$ cat src/rv32i_cfg.svh
`ifndef RV32I_CFG_SVH
`define RV32I_CFG_SVH

// datapath width
`define XLEN 32

// architectural register file
`define NUM_REGS 32
`define REG_AW 5

`endif
$ cat src/rv32i_pkg.sv
`include "rv32i_cfg.svh"

package rv32i_pkg;

    typedef enum logic [6:0] {
        op_lui    = 7'b0110111,
        op_auipc  = 7'b0010111,
        op_jal    = 7'b1101111,
        op_jalr   = 7'b1100111,
        op_br     = 7'b1100011,
        op_load   = 7'b0000011,
        op_store  = 7'b0100011,
        op_imm    = 7'b0010011,
        op_reg    = 7'b0110011,
        op_bubble = 7'b1111111   // not a real opcode, marks a squashed slot
    } opcode_e;

    // encodings match funct3 of the branch instructions
    typedef enum logic [2:0] {
        beq  = 3'b000,
        bne  = 3'b001,
        blt  = 3'b100,
        bge  = 3'b101,
        bltu = 3'b110,
        bgeu = 3'b111
    } branch_funct3_e;

    // lines up with funct3 for the non-shift ops
    typedef enum logic [2:0] {
        alu_add = 3'b000,
        alu_sll = 3'b001,
        alu_sra = 3'b010,
        alu_sub = 3'b011,
        alu_xor = 3'b100,
        alu_srl = 3'b101,
        alu_or  = 3'b110,
        alu_and = 3'b111
    } alu_op_e;

    typedef enum logic [2:0] {
        id      = 3'd0,   // own regfile read
        ex_alu  = 3'd1,
        mem_alu = 3'd2,
        mem_ld  = 3'd3,
        wb_alu  = 3'd4,
        wb_ld   = 3'd5
    } fwd_sel_e;

    typedef enum logic [1:0] {
        pc_plus4    = 2'd0,
        br_target   = 2'd1,
        jalr_target = 2'd2
    } pc_sel_e;

    typedef struct packed {
        opcode_e        opcode;
        alu_op_e        alu_op;
        logic           alu_src1_pc;    // pc instead of rs1
        logic           alu_src2_imm;   // immediate instead of rs2
        branch_funct3_e cmp_op;
        logic           cmp_imm;        // compare against i_imm
        logic           load_regfile;
        logic           mem_read;
        logic           mem_write;
        logic [3:0]     mem_byte_en;
        logic           wb_from_mem;
    } ctrl_word_t;

    typedef struct packed {
        logic [`XLEN-1:0] ex_alu;
        logic [`XLEN-1:0] mem_alu;
        logic [`XLEN-1:0] mem_ld;
        logic [`XLEN-1:0] wb_alu;
        logic [`XLEN-1:0] wb_ld;
    } fwd_bus_t;

    typedef struct packed {
        logic              load;
        logic [`REG_AW-1:0] rd;
        logic [`XLEN-1:0]  data;
    } wb_port_t;

    typedef struct packed {
        ctrl_word_t         ctrl;
        logic [`XLEN-1:0]   pc;
        logic [`XLEN-1:0]   instr;
        logic [`XLEN-1:0]   rs1_data;   // regfile read, not forwarded
        logic [`XLEN-1:0]   rs2_data;
        logic [`XLEN-1:0]   i_imm;
        logic [`XLEN-1:0]   s_imm;
        logic [`XLEN-1:0]   b_imm;
        logic [`XLEN-1:0]   u_imm;
        logic [`XLEN-1:0]   j_imm;
        logic [`REG_AW-1:0] rs1;
        logic [`REG_AW-1:0] rs2;
        logic [`REG_AW-1:0] rd;
        logic               br_en;
        logic               br_pred;
    } id_ex_t;

endpackage

$ cat src/decode_stage.sv
`include "rv32i_cfg.svh"

module decode_stage (
    input  logic                  clk,
    input  logic                  rst_i,
    input  logic [`XLEN-1:0]      instr_i,
    input  logic [`XLEN-1:0]      pc_i,
    input  rv32i_pkg::wb_port_t   wb_i,
    input  rv32i_pkg::fwd_bus_t   fwd_i,
    input  rv32i_pkg::fwd_sel_e   fwd_rs1_sel_i,
    input  rv32i_pkg::fwd_sel_e   fwd_rs2_sel_i,
    input  logic                  bubble_i,
    input  logic                  br_pred_i,
    output rv32i_pkg::id_ex_t     id_ex_o,
    output logic [`XLEN-1:0]      target_o,
    output rv32i_pkg::pc_sel_e    pc_sel_o,
    output logic                  flush_o
);

    rv32i_pkg::opcode_e    opcode;
    rv32i_pkg::ctrl_word_t ctrl;
    rv32i_pkg::ctrl_word_t ctrl_id;   // after bubble insertion
    logic [2:0]            funct3;
    logic [6:0]            funct7;
    logic [`REG_AW-1:0]    rs1;
    logic [`REG_AW-1:0]    rs2;
    logic [`REG_AW-1:0]    rd;
    logic [`XLEN-1:0]      i_imm;
    logic [`XLEN-1:0]      s_imm;
    logic [`XLEN-1:0]      b_imm;
    logic [`XLEN-1:0]      u_imm;
    logic [`XLEN-1:0]      j_imm;
    logic [`XLEN-1:0]      rs1_data;
    logic [`XLEN-1:0]      rs2_data;
    logic [`XLEN-1:0]      br_rs1;
    logic [`XLEN-1:0]      br_rs2;
    logic                  br_en;

    assign opcode = rv32i_pkg::opcode_e'(instr_i[6:0]);
    assign funct3 = instr_i[14:12];
    assign funct7 = instr_i[31:25];
    assign rs1    = instr_i[19:15];
    assign rs2    = instr_i[24:20];
    assign rd     = instr_i[11:7];

    // standard RV32I immediate layouts, all sign extended from bit 31
    assign i_imm = {{21{instr_i[31]}}, instr_i[30:20]};
    assign s_imm = {{21{instr_i[31]}}, instr_i[30:25], instr_i[11:7]};
    assign b_imm = {{20{instr_i[31]}}, instr_i[7], instr_i[30:25], instr_i[11:8], 1'b0};
    assign u_imm = {instr_i[31:12], 12'h000};
    assign j_imm = {{12{instr_i[31]}}, instr_i[19:12], instr_i[20], instr_i[30:21], 1'b0};

    control_rom u_control_rom (
        .opcode_i (opcode),
        .funct3_i (funct3),
        .funct7_i (funct7),
        .ctrl_o   (ctrl)
    );

    always_comb begin
        ctrl_id = ctrl;
        if (bubble_i) begin
            ctrl_id.opcode       = rv32i_pkg::op_bubble;   // keeps branch_unit quiet
            ctrl_id.load_regfile = 1'b0;
            ctrl_id.mem_read     = 1'b0;
            ctrl_id.mem_write    = 1'b0;
            ctrl_id.mem_byte_en  = '0;
        end
    end

    regfile u_regfile (
        .clk        (clk),
        .rst_i      (rst_i),
        .wr_i       (wb_i),
        .rs1_addr_i (rs1),
        .rs2_addr_i (rs2),
        .rs1_data_o (rs1_data),
        .rs2_data_o (rs2_data)
    );

    function automatic logic [`XLEN-1:0] fwd_pick(
        input rv32i_pkg::fwd_sel_e sel,
        input logic [`XLEN-1:0]    own,
        input rv32i_pkg::fwd_bus_t bus
    );
        case (sel)
            rv32i_pkg::id:      return own;
            rv32i_pkg::ex_alu:  return bus.ex_alu;
            rv32i_pkg::mem_alu: return bus.mem_alu;
            rv32i_pkg::mem_ld:  return bus.mem_ld;
            rv32i_pkg::wb_alu:  return bus.wb_alu;
            rv32i_pkg::wb_ld:   return bus.wb_ld;
            default:            return own;   // spare select codes
        endcase
    endfunction

    assign br_rs1 = fwd_pick(fwd_rs1_sel_i, rs1_data, fwd_i);
    assign br_rs2 = fwd_pick(fwd_rs2_sel_i, rs2_data, fwd_i);

    branch_unit u_branch_unit (
        .ctrl_i    (ctrl_id),
        .rs1_i     (br_rs1),
        .rs2_i     (br_rs2),
        .pc_i      (pc_i),
        .i_imm_i   (i_imm),
        .b_imm_i   (b_imm),
        .j_imm_i   (j_imm),
        .br_pred_i (br_pred_i),
        .br_en_o   (br_en),
        .target_o  (target_o),
        .pc_sel_o  (pc_sel_o),
        .flush_o   (flush_o)
    );

    always_comb begin
        id_ex_o.ctrl     = ctrl_id;
        id_ex_o.pc       = pc_i;
        id_ex_o.instr    = instr_i;
        id_ex_o.rs1_data = rs1_data;   // EX does its own forwarding
        id_ex_o.rs2_data = rs2_data;
        id_ex_o.i_imm    = i_imm;
        id_ex_o.s_imm    = s_imm;
        id_ex_o.b_imm    = b_imm;
        id_ex_o.u_imm    = u_imm;
        id_ex_o.j_imm    = j_imm;
        id_ex_o.rs1      = rs1;
        id_ex_o.rs2      = rs2;
        id_ex_o.rd       = rd;
        id_ex_o.br_en    = br_en;
        id_ex_o.br_pred  = br_pred_i;
    end

endmodule

$ cat src/branch_unit.sv
`include "rv32i_cfg.svh"

module branch_unit (
    input  rv32i_pkg::ctrl_word_t ctrl_i,
    input  logic [`XLEN-1:0]      rs1_i,
    input  logic [`XLEN-1:0]      rs2_i,
    input  logic [`XLEN-1:0]      pc_i,
    input  logic [`XLEN-1:0]      i_imm_i,
    input  logic [`XLEN-1:0]      b_imm_i,
    input  logic [`XLEN-1:0]      j_imm_i,
    input  logic                  br_pred_i,
    output logic                  br_en_o,
    output logic [`XLEN-1:0]      target_o,
    output rv32i_pkg::pc_sel_e    pc_sel_o,
    output logic                  flush_o
);

    logic [`XLEN-1:0] cmp_rhs;
    logic [`XLEN-1:0] jalr_sum;
    logic             taken;
    logic             is_cf;

    assign cmp_rhs  = ctrl_i.cmp_imm ? i_imm_i : rs2_i;
    assign jalr_sum = rs1_i + i_imm_i;

    always_comb begin
        case (ctrl_i.cmp_op)
            rv32i_pkg::beq:  br_en_o = (rs1_i == cmp_rhs);
            rv32i_pkg::bne:  br_en_o = (rs1_i != cmp_rhs);
            rv32i_pkg::blt:  br_en_o = ($signed(rs1_i) < $signed(cmp_rhs));
            rv32i_pkg::bge:  br_en_o = ($signed(rs1_i) >= $signed(cmp_rhs));
            rv32i_pkg::bltu: br_en_o = (rs1_i < cmp_rhs);
            rv32i_pkg::bgeu: br_en_o = (rs1_i >= cmp_rhs);
            default:         br_en_o = 1'b0;
        endcase
    end

    always_comb begin
        target_o = pc_i + `XLEN'(4);
        pc_sel_o = rv32i_pkg::pc_plus4;
        taken    = 1'b0;
        is_cf    = 1'b0;
        case (ctrl_i.opcode)
            rv32i_pkg::op_br: begin
                is_cf = 1'b1;
                taken = br_en_o;
                if (br_en_o) begin
                    target_o = pc_i + b_imm_i;
                    pc_sel_o = rv32i_pkg::br_target;
                end
            end
            rv32i_pkg::op_jal: begin
                is_cf    = 1'b1;
                taken    = 1'b1;
                target_o = pc_i + j_imm_i;
                pc_sel_o = rv32i_pkg::br_target;
            end
            rv32i_pkg::op_jalr: begin
                is_cf    = 1'b1;
                taken    = 1'b1;
                target_o = {jalr_sum[`XLEN-1:1], 1'b0};   // lsb cleared per spec
                pc_sel_o = rv32i_pkg::jalr_target;
            end
            default: ;
        endcase
    end

    // fetch guessed wrong, squash the IF/ID slot
    assign flush_o = is_cf && (taken != br_pred_i);

endmodule

$ cat src/control_rom.sv
module control_rom (
    input  rv32i_pkg::opcode_e    opcode_i,
    input  logic [2:0]            funct3_i,
    input  logic [6:0]            funct7_i,
    output rv32i_pkg::ctrl_word_t ctrl_o
);

    rv32i_pkg::alu_op_e alu_from_funct;
    logic [3:0]         byte_en;

    // arithmetic op for the imm and reg formats
    always_comb begin
        alu_from_funct = rv32i_pkg::alu_op_e'(funct3_i);
        if ((funct3_i == 3'b101) && funct7_i[5]) begin
            alu_from_funct = rv32i_pkg::alu_sra;   // srai / sra
        end
    end

    always_comb begin
        case (funct3_i[1:0])
            2'b00:   byte_en = 4'b0001;   // byte
            2'b01:   byte_en = 4'b0011;   // half
            default: byte_en = 4'b1111;   // word
        endcase
    end

    always_comb begin
        ctrl_o        = '0;
        ctrl_o.opcode = opcode_i;
        ctrl_o.alu_op = rv32i_pkg::alu_add;
        ctrl_o.cmp_op = rv32i_pkg::branch_funct3_e'(funct3_i);

        case (opcode_i)
            rv32i_pkg::op_lui: begin
                ctrl_o.load_regfile = 1'b1;
                ctrl_o.alu_src2_imm = 1'b1;
            end
            rv32i_pkg::op_auipc, rv32i_pkg::op_jal, rv32i_pkg::op_jalr: begin
                ctrl_o.load_regfile = 1'b1;
                ctrl_o.alu_src1_pc  = 1'b1;   // link value or pc + u_imm
                ctrl_o.alu_src2_imm = 1'b1;
            end
            rv32i_pkg::op_load: begin
                ctrl_o.mem_read     = 1'b1;
                ctrl_o.load_regfile = 1'b1;
                ctrl_o.wb_from_mem  = 1'b1;
                ctrl_o.alu_src2_imm = 1'b1;
                ctrl_o.mem_byte_en  = byte_en;
            end
            rv32i_pkg::op_store: begin
                ctrl_o.mem_write    = 1'b1;
                ctrl_o.alu_src2_imm = 1'b1;
                ctrl_o.mem_byte_en  = byte_en;
            end
            rv32i_pkg::op_imm: begin
                ctrl_o.load_regfile = 1'b1;
                ctrl_o.alu_src2_imm = 1'b1;
                ctrl_o.alu_op       = alu_from_funct;
                ctrl_o.cmp_imm      = (funct3_i == 3'b010) || (funct3_i == 3'b011);
            end
            rv32i_pkg::op_reg: begin
                ctrl_o.load_regfile = 1'b1;
                ctrl_o.alu_op       = alu_from_funct;
                if ((funct3_i == 3'b000) && funct7_i[5]) begin
                    ctrl_o.alu_op = rv32i_pkg::alu_sub;
                end
            end
            default: ;   // br and unknown opcodes keep the default word
        endcase
    end

endmodule

$ cat src/regfile.sv
`include "rv32i_cfg.svh"

module regfile (
    input  logic                 clk,
    input  logic                 rst_i,
    input  rv32i_pkg::wb_port_t  wr_i,
    input  logic [`REG_AW-1:0]   rs1_addr_i,
    input  logic [`REG_AW-1:0]   rs2_addr_i,
    output logic [`XLEN-1:0]     rs1_data_o,
    output logic [`XLEN-1:0]     rs2_data_o
);

    logic [`XLEN-1:0] regs [`NUM_REGS-1:1];   // x0 has no storage

    always_ff @(posedge clk) begin
        if (rst_i) begin
            for (int i = 1; i < `NUM_REGS; i++) begin
                regs[i] <= '0;
            end
        end else if (wr_i.load && (wr_i.rd != '0)) begin
            regs[wr_i.rd] <= wr_i.data;
        end
    end

    // x0 reads zero, a same-cycle write wins over the stored value
    function automatic logic [`XLEN-1:0] read_port(input logic [`REG_AW-1:0] addr);
        logic [`XLEN-1:0] val;
        if (addr == '0) val = '0;
        else if (wr_i.load && (wr_i.rd == addr)) val = wr_i.data;
        else val = regs[addr];
        return val;
    endfunction

    always_comb begin
        rs1_data_o = read_port(rs1_addr_i);
        rs2_data_o = read_port(rs2_addr_i);
    end

endmodule

$ cat config.mk
export PLATFORM = sky130hd
export DESIGN_NAME = decode_stage
export DESIGN_NICKNAME = d
export VERILOG_FILES = /design/src/rv32i_pkg.sv /design/src/decode_stage.sv /design/src/branch_unit.sv /design/src/control_rom.sv /design/src/regfile.sv
export VERILOG_INCLUDE_DIRS = /design/src
export SDC_FILE = /design/constraint.sdc
export NUM_CORES = 2
export LEC_CHECK = 0
export BUFFER_PORTS_ARGS = -buffer_cell sky130_fd_sc_hd__clkbuf_2
export CORE_UTILIZATION = 50
export DETAILED_ROUTE_END_ITERATION = 16
export PLACE_DENSITY = 0.69
export SLEW_MARGIN = 20
export SYNTH_ARGS = -nofsm -noshare
export SYNTH_HDL_FRONTEND = slang
export SYNTH_SLANG_ARGS = --single-unit
$ cat constraint.sdc
create_clock -name clk -period 11.3 [get_ports clk]
set_clock_uncertainty 0.15 [all_clocks]
set_input_delay 1.695 -clock clk [delete_from_list [all_inputs] [get_ports clk]]
set_output_delay 1.695 -clock clk [all_outputs]
set_load 0.01 [all_outputs]
Word-level counts from Yosys, hierarchy flattened
Memory sizes are Yosys's and may differ from the RTL's.
Cells that the tools add are included.
{"block": "word_totals", "ff_bits": 0, "mem_bits_rw": 992, "input_bits": 272, "word_cells": 97, "mem_count": 1}
{"memory": "u_regfile.regs", "words": 31, "word_bits": 32, "rd": 2, "rd_clocked_by_memory_dff": 0, "wr": 31, "line": "regfile.sv:13", "source": "logic [`XLEN-1:0] regs [`NUM_REGS-1:1];"}
{"block": "op_classes", "addsub": 4, "n_lt_le_gt_ge": 4, "eq_ne": 34, "n_mux": 35, "n_reduce_logical": 19}
{"op": "case mux 32 bit (5 select lines)", "n": 2}
{"op": "two-way mux 32 bit", "n": 7}
{"op": "adder 32 bit", "n": 3}
{"op": "case mux 32 bit (3 select lines)", "n": 1}
{"op": "greater-or-equal comparator 32 bit", "n": 2}
{"op": "less-than comparator 32 bit", "n": 2}
{"op": "== test 7 bit (second input constant)", "n": 5}
{"op": "adder 32 x 3 -> 32 bit (second input constant)", "n": 1}
{"op": "== test 32 bit", "n": 1}
{"op": "inequality test 32 bit", "n": 1}
{"op": "OR reduction 32 bit", "n": 1}
{"op": "== test 3 bit (second input constant)", "n": 8}
{"op": "== test 7 x 6 -> 1 bit (second input constant)", "n": 3}
{"op": "== test 3 x 2 -> 1 bit (second input constant)", "n": 6}
{"op": "== test 7 x 5 -> 1 bit (second input constant)", "n": 2}
{"op": "two-way mux 1 bit", "n": 14}
{"op": "two-way mux 7 bit", "n": 2}
{"op": "OR reduction 7 bit", "n": 2}
{"op": "== test 5 bit", "n": 2}
{"op": "logical NOT 5 bit", "n": 2}
{"op": "== test 3 x 1 -> 1 bit (second input constant)", "n": 3}
{"op": "case mux 4 bit (2 select lines)", "n": 1}
{"op": "== test 7 x 2 -> 1 bit (second input constant)", "n": 1}
{"op": "logical AND 1 bit", "n": 6}
{"op": "other kinds (15)", "n": 18}

Depth between registers and ports, before layout
{"block": "logic_depth", "depth_word": 11, "ltp_mapped": 29}

By module
A second synthesis with hierarchy kept.
{"block": "hier_totals", "hier_cells": 5645, "area_unflattened_um2": 67975.2}
{"mod": "regfile", "n_inst": 1, "cells_per_inst": 3801, "area_per_inst_um2": 55055.3}
{"mod": "branch_unit", "n_inst": 1, "cells_per_inst": 1007, "area_per_inst_um2": 7136.8}
{"mod": "decode_stage", "n_inst": 1, "cells_per_inst": 794, "area_per_inst_um2": 5481.5}
{"mod": "control_rom", "n_inst": 1, "cells_per_inst": 43, "area_per_inst_um2": 301.5}

Worst setup path before layout
No wires, ideal clock.
{"block": "synth_path", "path_kind": "input to output", "start": "in instr_i[15]", "end": "out target_o[23]", "t_arrival_ns": 7.115, "t_required_ns": 9.455, "path_slack_ns": 2.340, "path_stages": 26, "n_path_buf": 9, "cell_sequence": "buf_4 -> buf_6 -> buf_6 -> buf_6 -> buf_2 -> buf_2 -> mux4_2 -> mux4_2 -> nand2_1 -> o21ai_0 -> nand2_1 -> a21oi_1 -> o21a_1 -> ha_1 -> a2111oi_0 -> o21ai_0 -> o211ai_1 -> o2111ai_1 -> nor4b_1 -> o22a_1 -> buf_2 -> and2_1 -> buf_2 -> buf_1 -> a22oi_1 -> o221ai_1"}
{"item": "start, declared", "line": "decode_stage.sv:6", "source": "input logic [`XLEN-1:0] instr_i,"}
{"item": "end, declared", "line": "decode_stage.sv:15", "source": "output logic [`XLEN-1:0] target_o,"}

Final worst setup path
{"block": "layout_path", "start": "in instr_i[17]", "end": "out target_o[28]"}
{"block": "layout_between", "elab_chain_len": 9, "elab_cells_between_ends": 18}
{"item": "branches (longest 8 deep; another with memory read (31 x 32 bit))"}
{"item": "case mux 32 bit (3 select lines) *", "line": "branch_unit.sv:43", "source": "case (ctrl_i.opcode)"}
Mark *: on every way between the ends.

==> metrics.log <==
[metrics] worst path setup slack after routing: 0.813 ns
[metrics] pin count of the biggest net entering global routing: 73
[metrics] unrepaired setup endpoints after global routing: no
[metrics] placement row count: 133
[metrics] number of enable flip-flop cells after synthesis: 1,024
[metrics] Syn Inst Count: roughly 5,300
[metrics] mean number of vias per cell: 7.01
[metrics] Hold Path Stages: 2
[metrics] registers with the highest flip-flop counts: u_regfile.regs (1024)
[metrics] highest ir drop seen on vdd: 0.000126 V
[metrics] Yosys warning count: 0
[metrics] layout-stage area growth over the synthesis result: 10.8%
[metrics] routed length per instance: 38.5 µm
[metrics] filler instances: between 10,000 and 15,000
[metrics] Placement Setup Slack: 1.15 ns
[metrics] net count reported at finish: 5,913
[metrics] combined global-route utilization of all metal layers: about two fifths
[metrics] Startpoint Class: input port
[metrics] Worst Hold Class: in -> reg
[metrics] WP data required: roughly 9.5 ns
[metrics] Initial Utilization: 50.6%
[metrics] number of setup violations in the final report: 0
[metrics] count of endpoints failing hold in the final timing report: 0
[metrics] Slew Limit Headroom: 24.3%
[metrics] CTS H-tree lvls: 3
[metrics] height of the chip: 368 µm
[metrics] buffers from clock root to sink, at most: 3
[metrics] ratio of cells with drive above 1 in the final layout: a little under a third
[metrics] startpoint of the worst hold path: wb_i[25]
[metrics] period utilisation layout: 92.8%
[metrics] destination of the worst hold path: u_regfile.regs[0][25]
[metrics] total of hold buffers inserted after clock tree synthesis: 0
[metrics] Routed Antenna Nets: 0
[metrics] clock tree from TritonCTS: yes
[metrics] crit path DAT: 8.64 ns
[metrics] count of buffers added by post-CTS timing repair for setup: 0
[metrics] Synth cell types: about 90
[metrics] area of the multi-input gates: 32,500 µm²
[metrics] die footprint: 135,000 µm²
[metrics] power per unit of standard cell area: 140 nW/µm²
[metrics] count of placed standard cells including taps: 7,177
[metrics] antenna violations before repair: 57
[metrics] count of pins over their slew limit: 0
[metrics] horizontal extent of the die: ~370 µm
[metrics] async set-or-reset flop fraction in the synthesized netlist: 0%
[metrics] final total negative setup slack: 0 ns
[metrics] root buffer cell: clkbuf_16
[metrics] CTS clock-pin slew for the worst setup and hold paths: ~0.060 ns
[metrics] critical-path maximum fanout: 22
[metrics] Largest register FFs: 1,024
[metrics] Leak Pwr: 27.7 nW
[metrics] total number of clock tree sinks: ~1,000
[metrics] GPL Wtd Cong: around 1
[metrics] DRC marker count from the first detailed-route iteration: 9,692
[metrics] Port Buffers: about 620
[metrics] flip-flop and latch area: 30,700 µm²
[metrics] post-route insts no fill: 7,406
[metrics] slew at the pin closest to its max-slew limit: 1.13 ns
[metrics] Synth top area share: 46.0%
[metrics] first-pass GRT wire length: 388 mm
[metrics] minimum clock period after layout: 10.49 ns
[metrics] post-synthesis area per instance: about 13 µm²
[metrics] FMAX: ~0.095 GHz
[metrics] sequential fraction of the synthesis area: 46.0%
[metrics] synthesized area: 66,900 µm²
[metrics] vias in the first global route: roughly 50,000
[metrics] half-perimeter wire length after detailed placement: 183 mm
[metrics] leading post-synthesis cells by cell area: edfxtp_1 (46%), mux4_2 (19%), and2_1 (9.4%)
[metrics] post_cts resized: 0
[metrics] worst hold slack after final layout: 1.35 ns
[metrics] primary flip-flop cell chosen by synthesis mapping: edfxtp_1
[metrics] post-synthesis cell type with the largest combined area: edfxtp_1
[metrics] CP Class: in -> out
[metrics] total grt overflow: 0
[metrics] number of detailed-route iterations in the first pass: 6
[metrics] total via count in the routed design: 51,950
[metrics] max-cap violations: 0
[metrics] Total Routed Length: 285 mm
[metrics] crit end category: output port
[metrics] IO Pins: 636
[metrics] register containing the most flip-flops in the final layout: u_regfile.regs
[metrics] total clock buffers created by CTS: 107
[metrics] core area: 132,000 µm²
[metrics] total of flip-flops plus latches after synthesis: 1,024
[metrics] status: complete, no violations
[metrics] drc violations: 0
==> critical path, cell delays in order <==
cell	delay, ns
buf_4	0.27
or3_2	0.91
buf_4	0.35
o22ai_1	0.21
a211oi_1	0.07
a211oi_1	0.69
o21ai_0	0.25
buf_4	0.21
a21oi_1	0.14
nor2_1	0.06
a221oi_1	0.27
buf_4	0.23
ha_1	0.32
nand4_1	0.14
inv_1	0.07
and3_1	0.17
a221oi_1	0.33
o22ai_1	0.14
a31o_2	0.28
o41ai_2	0.39
o311ai_1	0.21
o31a_1	0.30
a211oi_1	0.53
or4_1	0.23
clkbuf_2	0.14
==> synth_stat cells, types with 25 or more instances <==
cell type and instances:
edfxtp_1 1024, and2_1 1007, mux4_2 570, clkbuf_1 365, buf_4 263, nor2_1 221
a21oi_1 193, mux2i_1 179, nand2_1 140, o21ai_0 128, ha_1 106, inv_1 92
o22ai_1 88, a211oi_1 77, buf_1 58, a21o_1 53, xnor2_1 52, or2_2 50
xor2_1 46, nand3_1 43, mux2_2 38, a31oi_1 35, o21a_1 33, a221oi_1 32
and3_1 27, buf_2 26, o211ai_1 26, nand2b_1 25
==> cell usage in the layout (no fill, tap or decap), drive strengths merged, types with 15 or more instances in the layout <==
cell	Yosys	final
a211oi	78	78
a21o	53	53
a21oi	195	195
a221o	18	18
a221oi	32	32
a22oi	18	18
a31oi	35	35
and2	1009	1009
and3	27	27
buf	360	211
clkbuf	367	740
clkinv	3	64
conb	1	46
diode	0	28
edfxtp	1024	1024
ha	106	106
inv	92	94
mux2	38	38
mux2i	179	179
mux4	570	570
nand2	140	140
nand2b	25	25
nand3	43	43
nand4	22	22
nor2	221	221
nor2b	22	22
nor3	18	18
o211ai	26	26
o21a	33	33
o21ai	136	136
o221ai	21	21
o22a	15	15
o22ai	88	88
or2	62	62
xnor2	52	52
xor2	46	46
==> worst max path at each step <==
| stage | from | endpoint | cells after the start |
|---|---|---|---|
| global placement | instr_i[20] | target_o[30] | 24 |
| finish | instr_i[17] | target_o[28] | 25 |
| floorplan | instr_i[15] | target_o[23] | 26 |
| global route | instr_i[20] | target_o[30] | 24 |
| detailed placement | instr_i[17] | target_o[28] | 25 |
| CTS | instr_i[17] | target_o[28] | 25 |
==> kinds of logic after synthesis <==
logic type	count (synthesis)	share of synthesized area [%]
buffers and inverters	822	6.29
AO/OA/AOI/OAI	817	8.07
other	1	0.00560
multiplexers	787	22.5
adder cells (fa/ha/maj)	109	2.07
flip-flops	1024	46.0
AND/OR/NAND/NOR	1625	13.8
XOR/XNOR	98	1.28
==> routing by layer <==
metal  vias to the layer above  GRT usage [%]  part of all wire, %
li1                      20326              -                    -
met1                     25841           53.2                   34
met2                      4729           58.7                   42
met3                      1006           16.1                   16
met4                        48           26.4                  7.5
met5                         -          0.819                 0.17
==> area by class of cell <==
type	instances	area share [%]
Clock inverter	71	0.768
Antenna cell	28	0.0945
Inverter	95	0.481
Multi-Input combinational cell	3482	43.8
Timing Repair Buffer	822	6.61
Clock buffer	129	3.81
Sequential cell	1024	41.5
Tap cell	1755	2.96
==> stage by stage <==
stage	area [µm²]	power, mW	utilization, %
global placement	70600	6.79	53.5
detailed placement	70700	6.81	53.5
finish	74100	10.3	56.1
CTS	74100	10.2	56.1
floorplan	67100	5.86	-
global route	74100	10.5	56.1
==> power by group <==
| group | switching [mW] | total, mW | internal (mW) |
|---|---|---|---|
| combinational | 1.46 | 2.34 | 0.879 |
| clock | 1.56 | 3.52 | 1.96 |
| sequential | 0.105 | 4.50 | 4.39 |
| total | 3.12 | 10.3 | 7.23 |
Note: power is estimated with default switching activity, not from simulation.
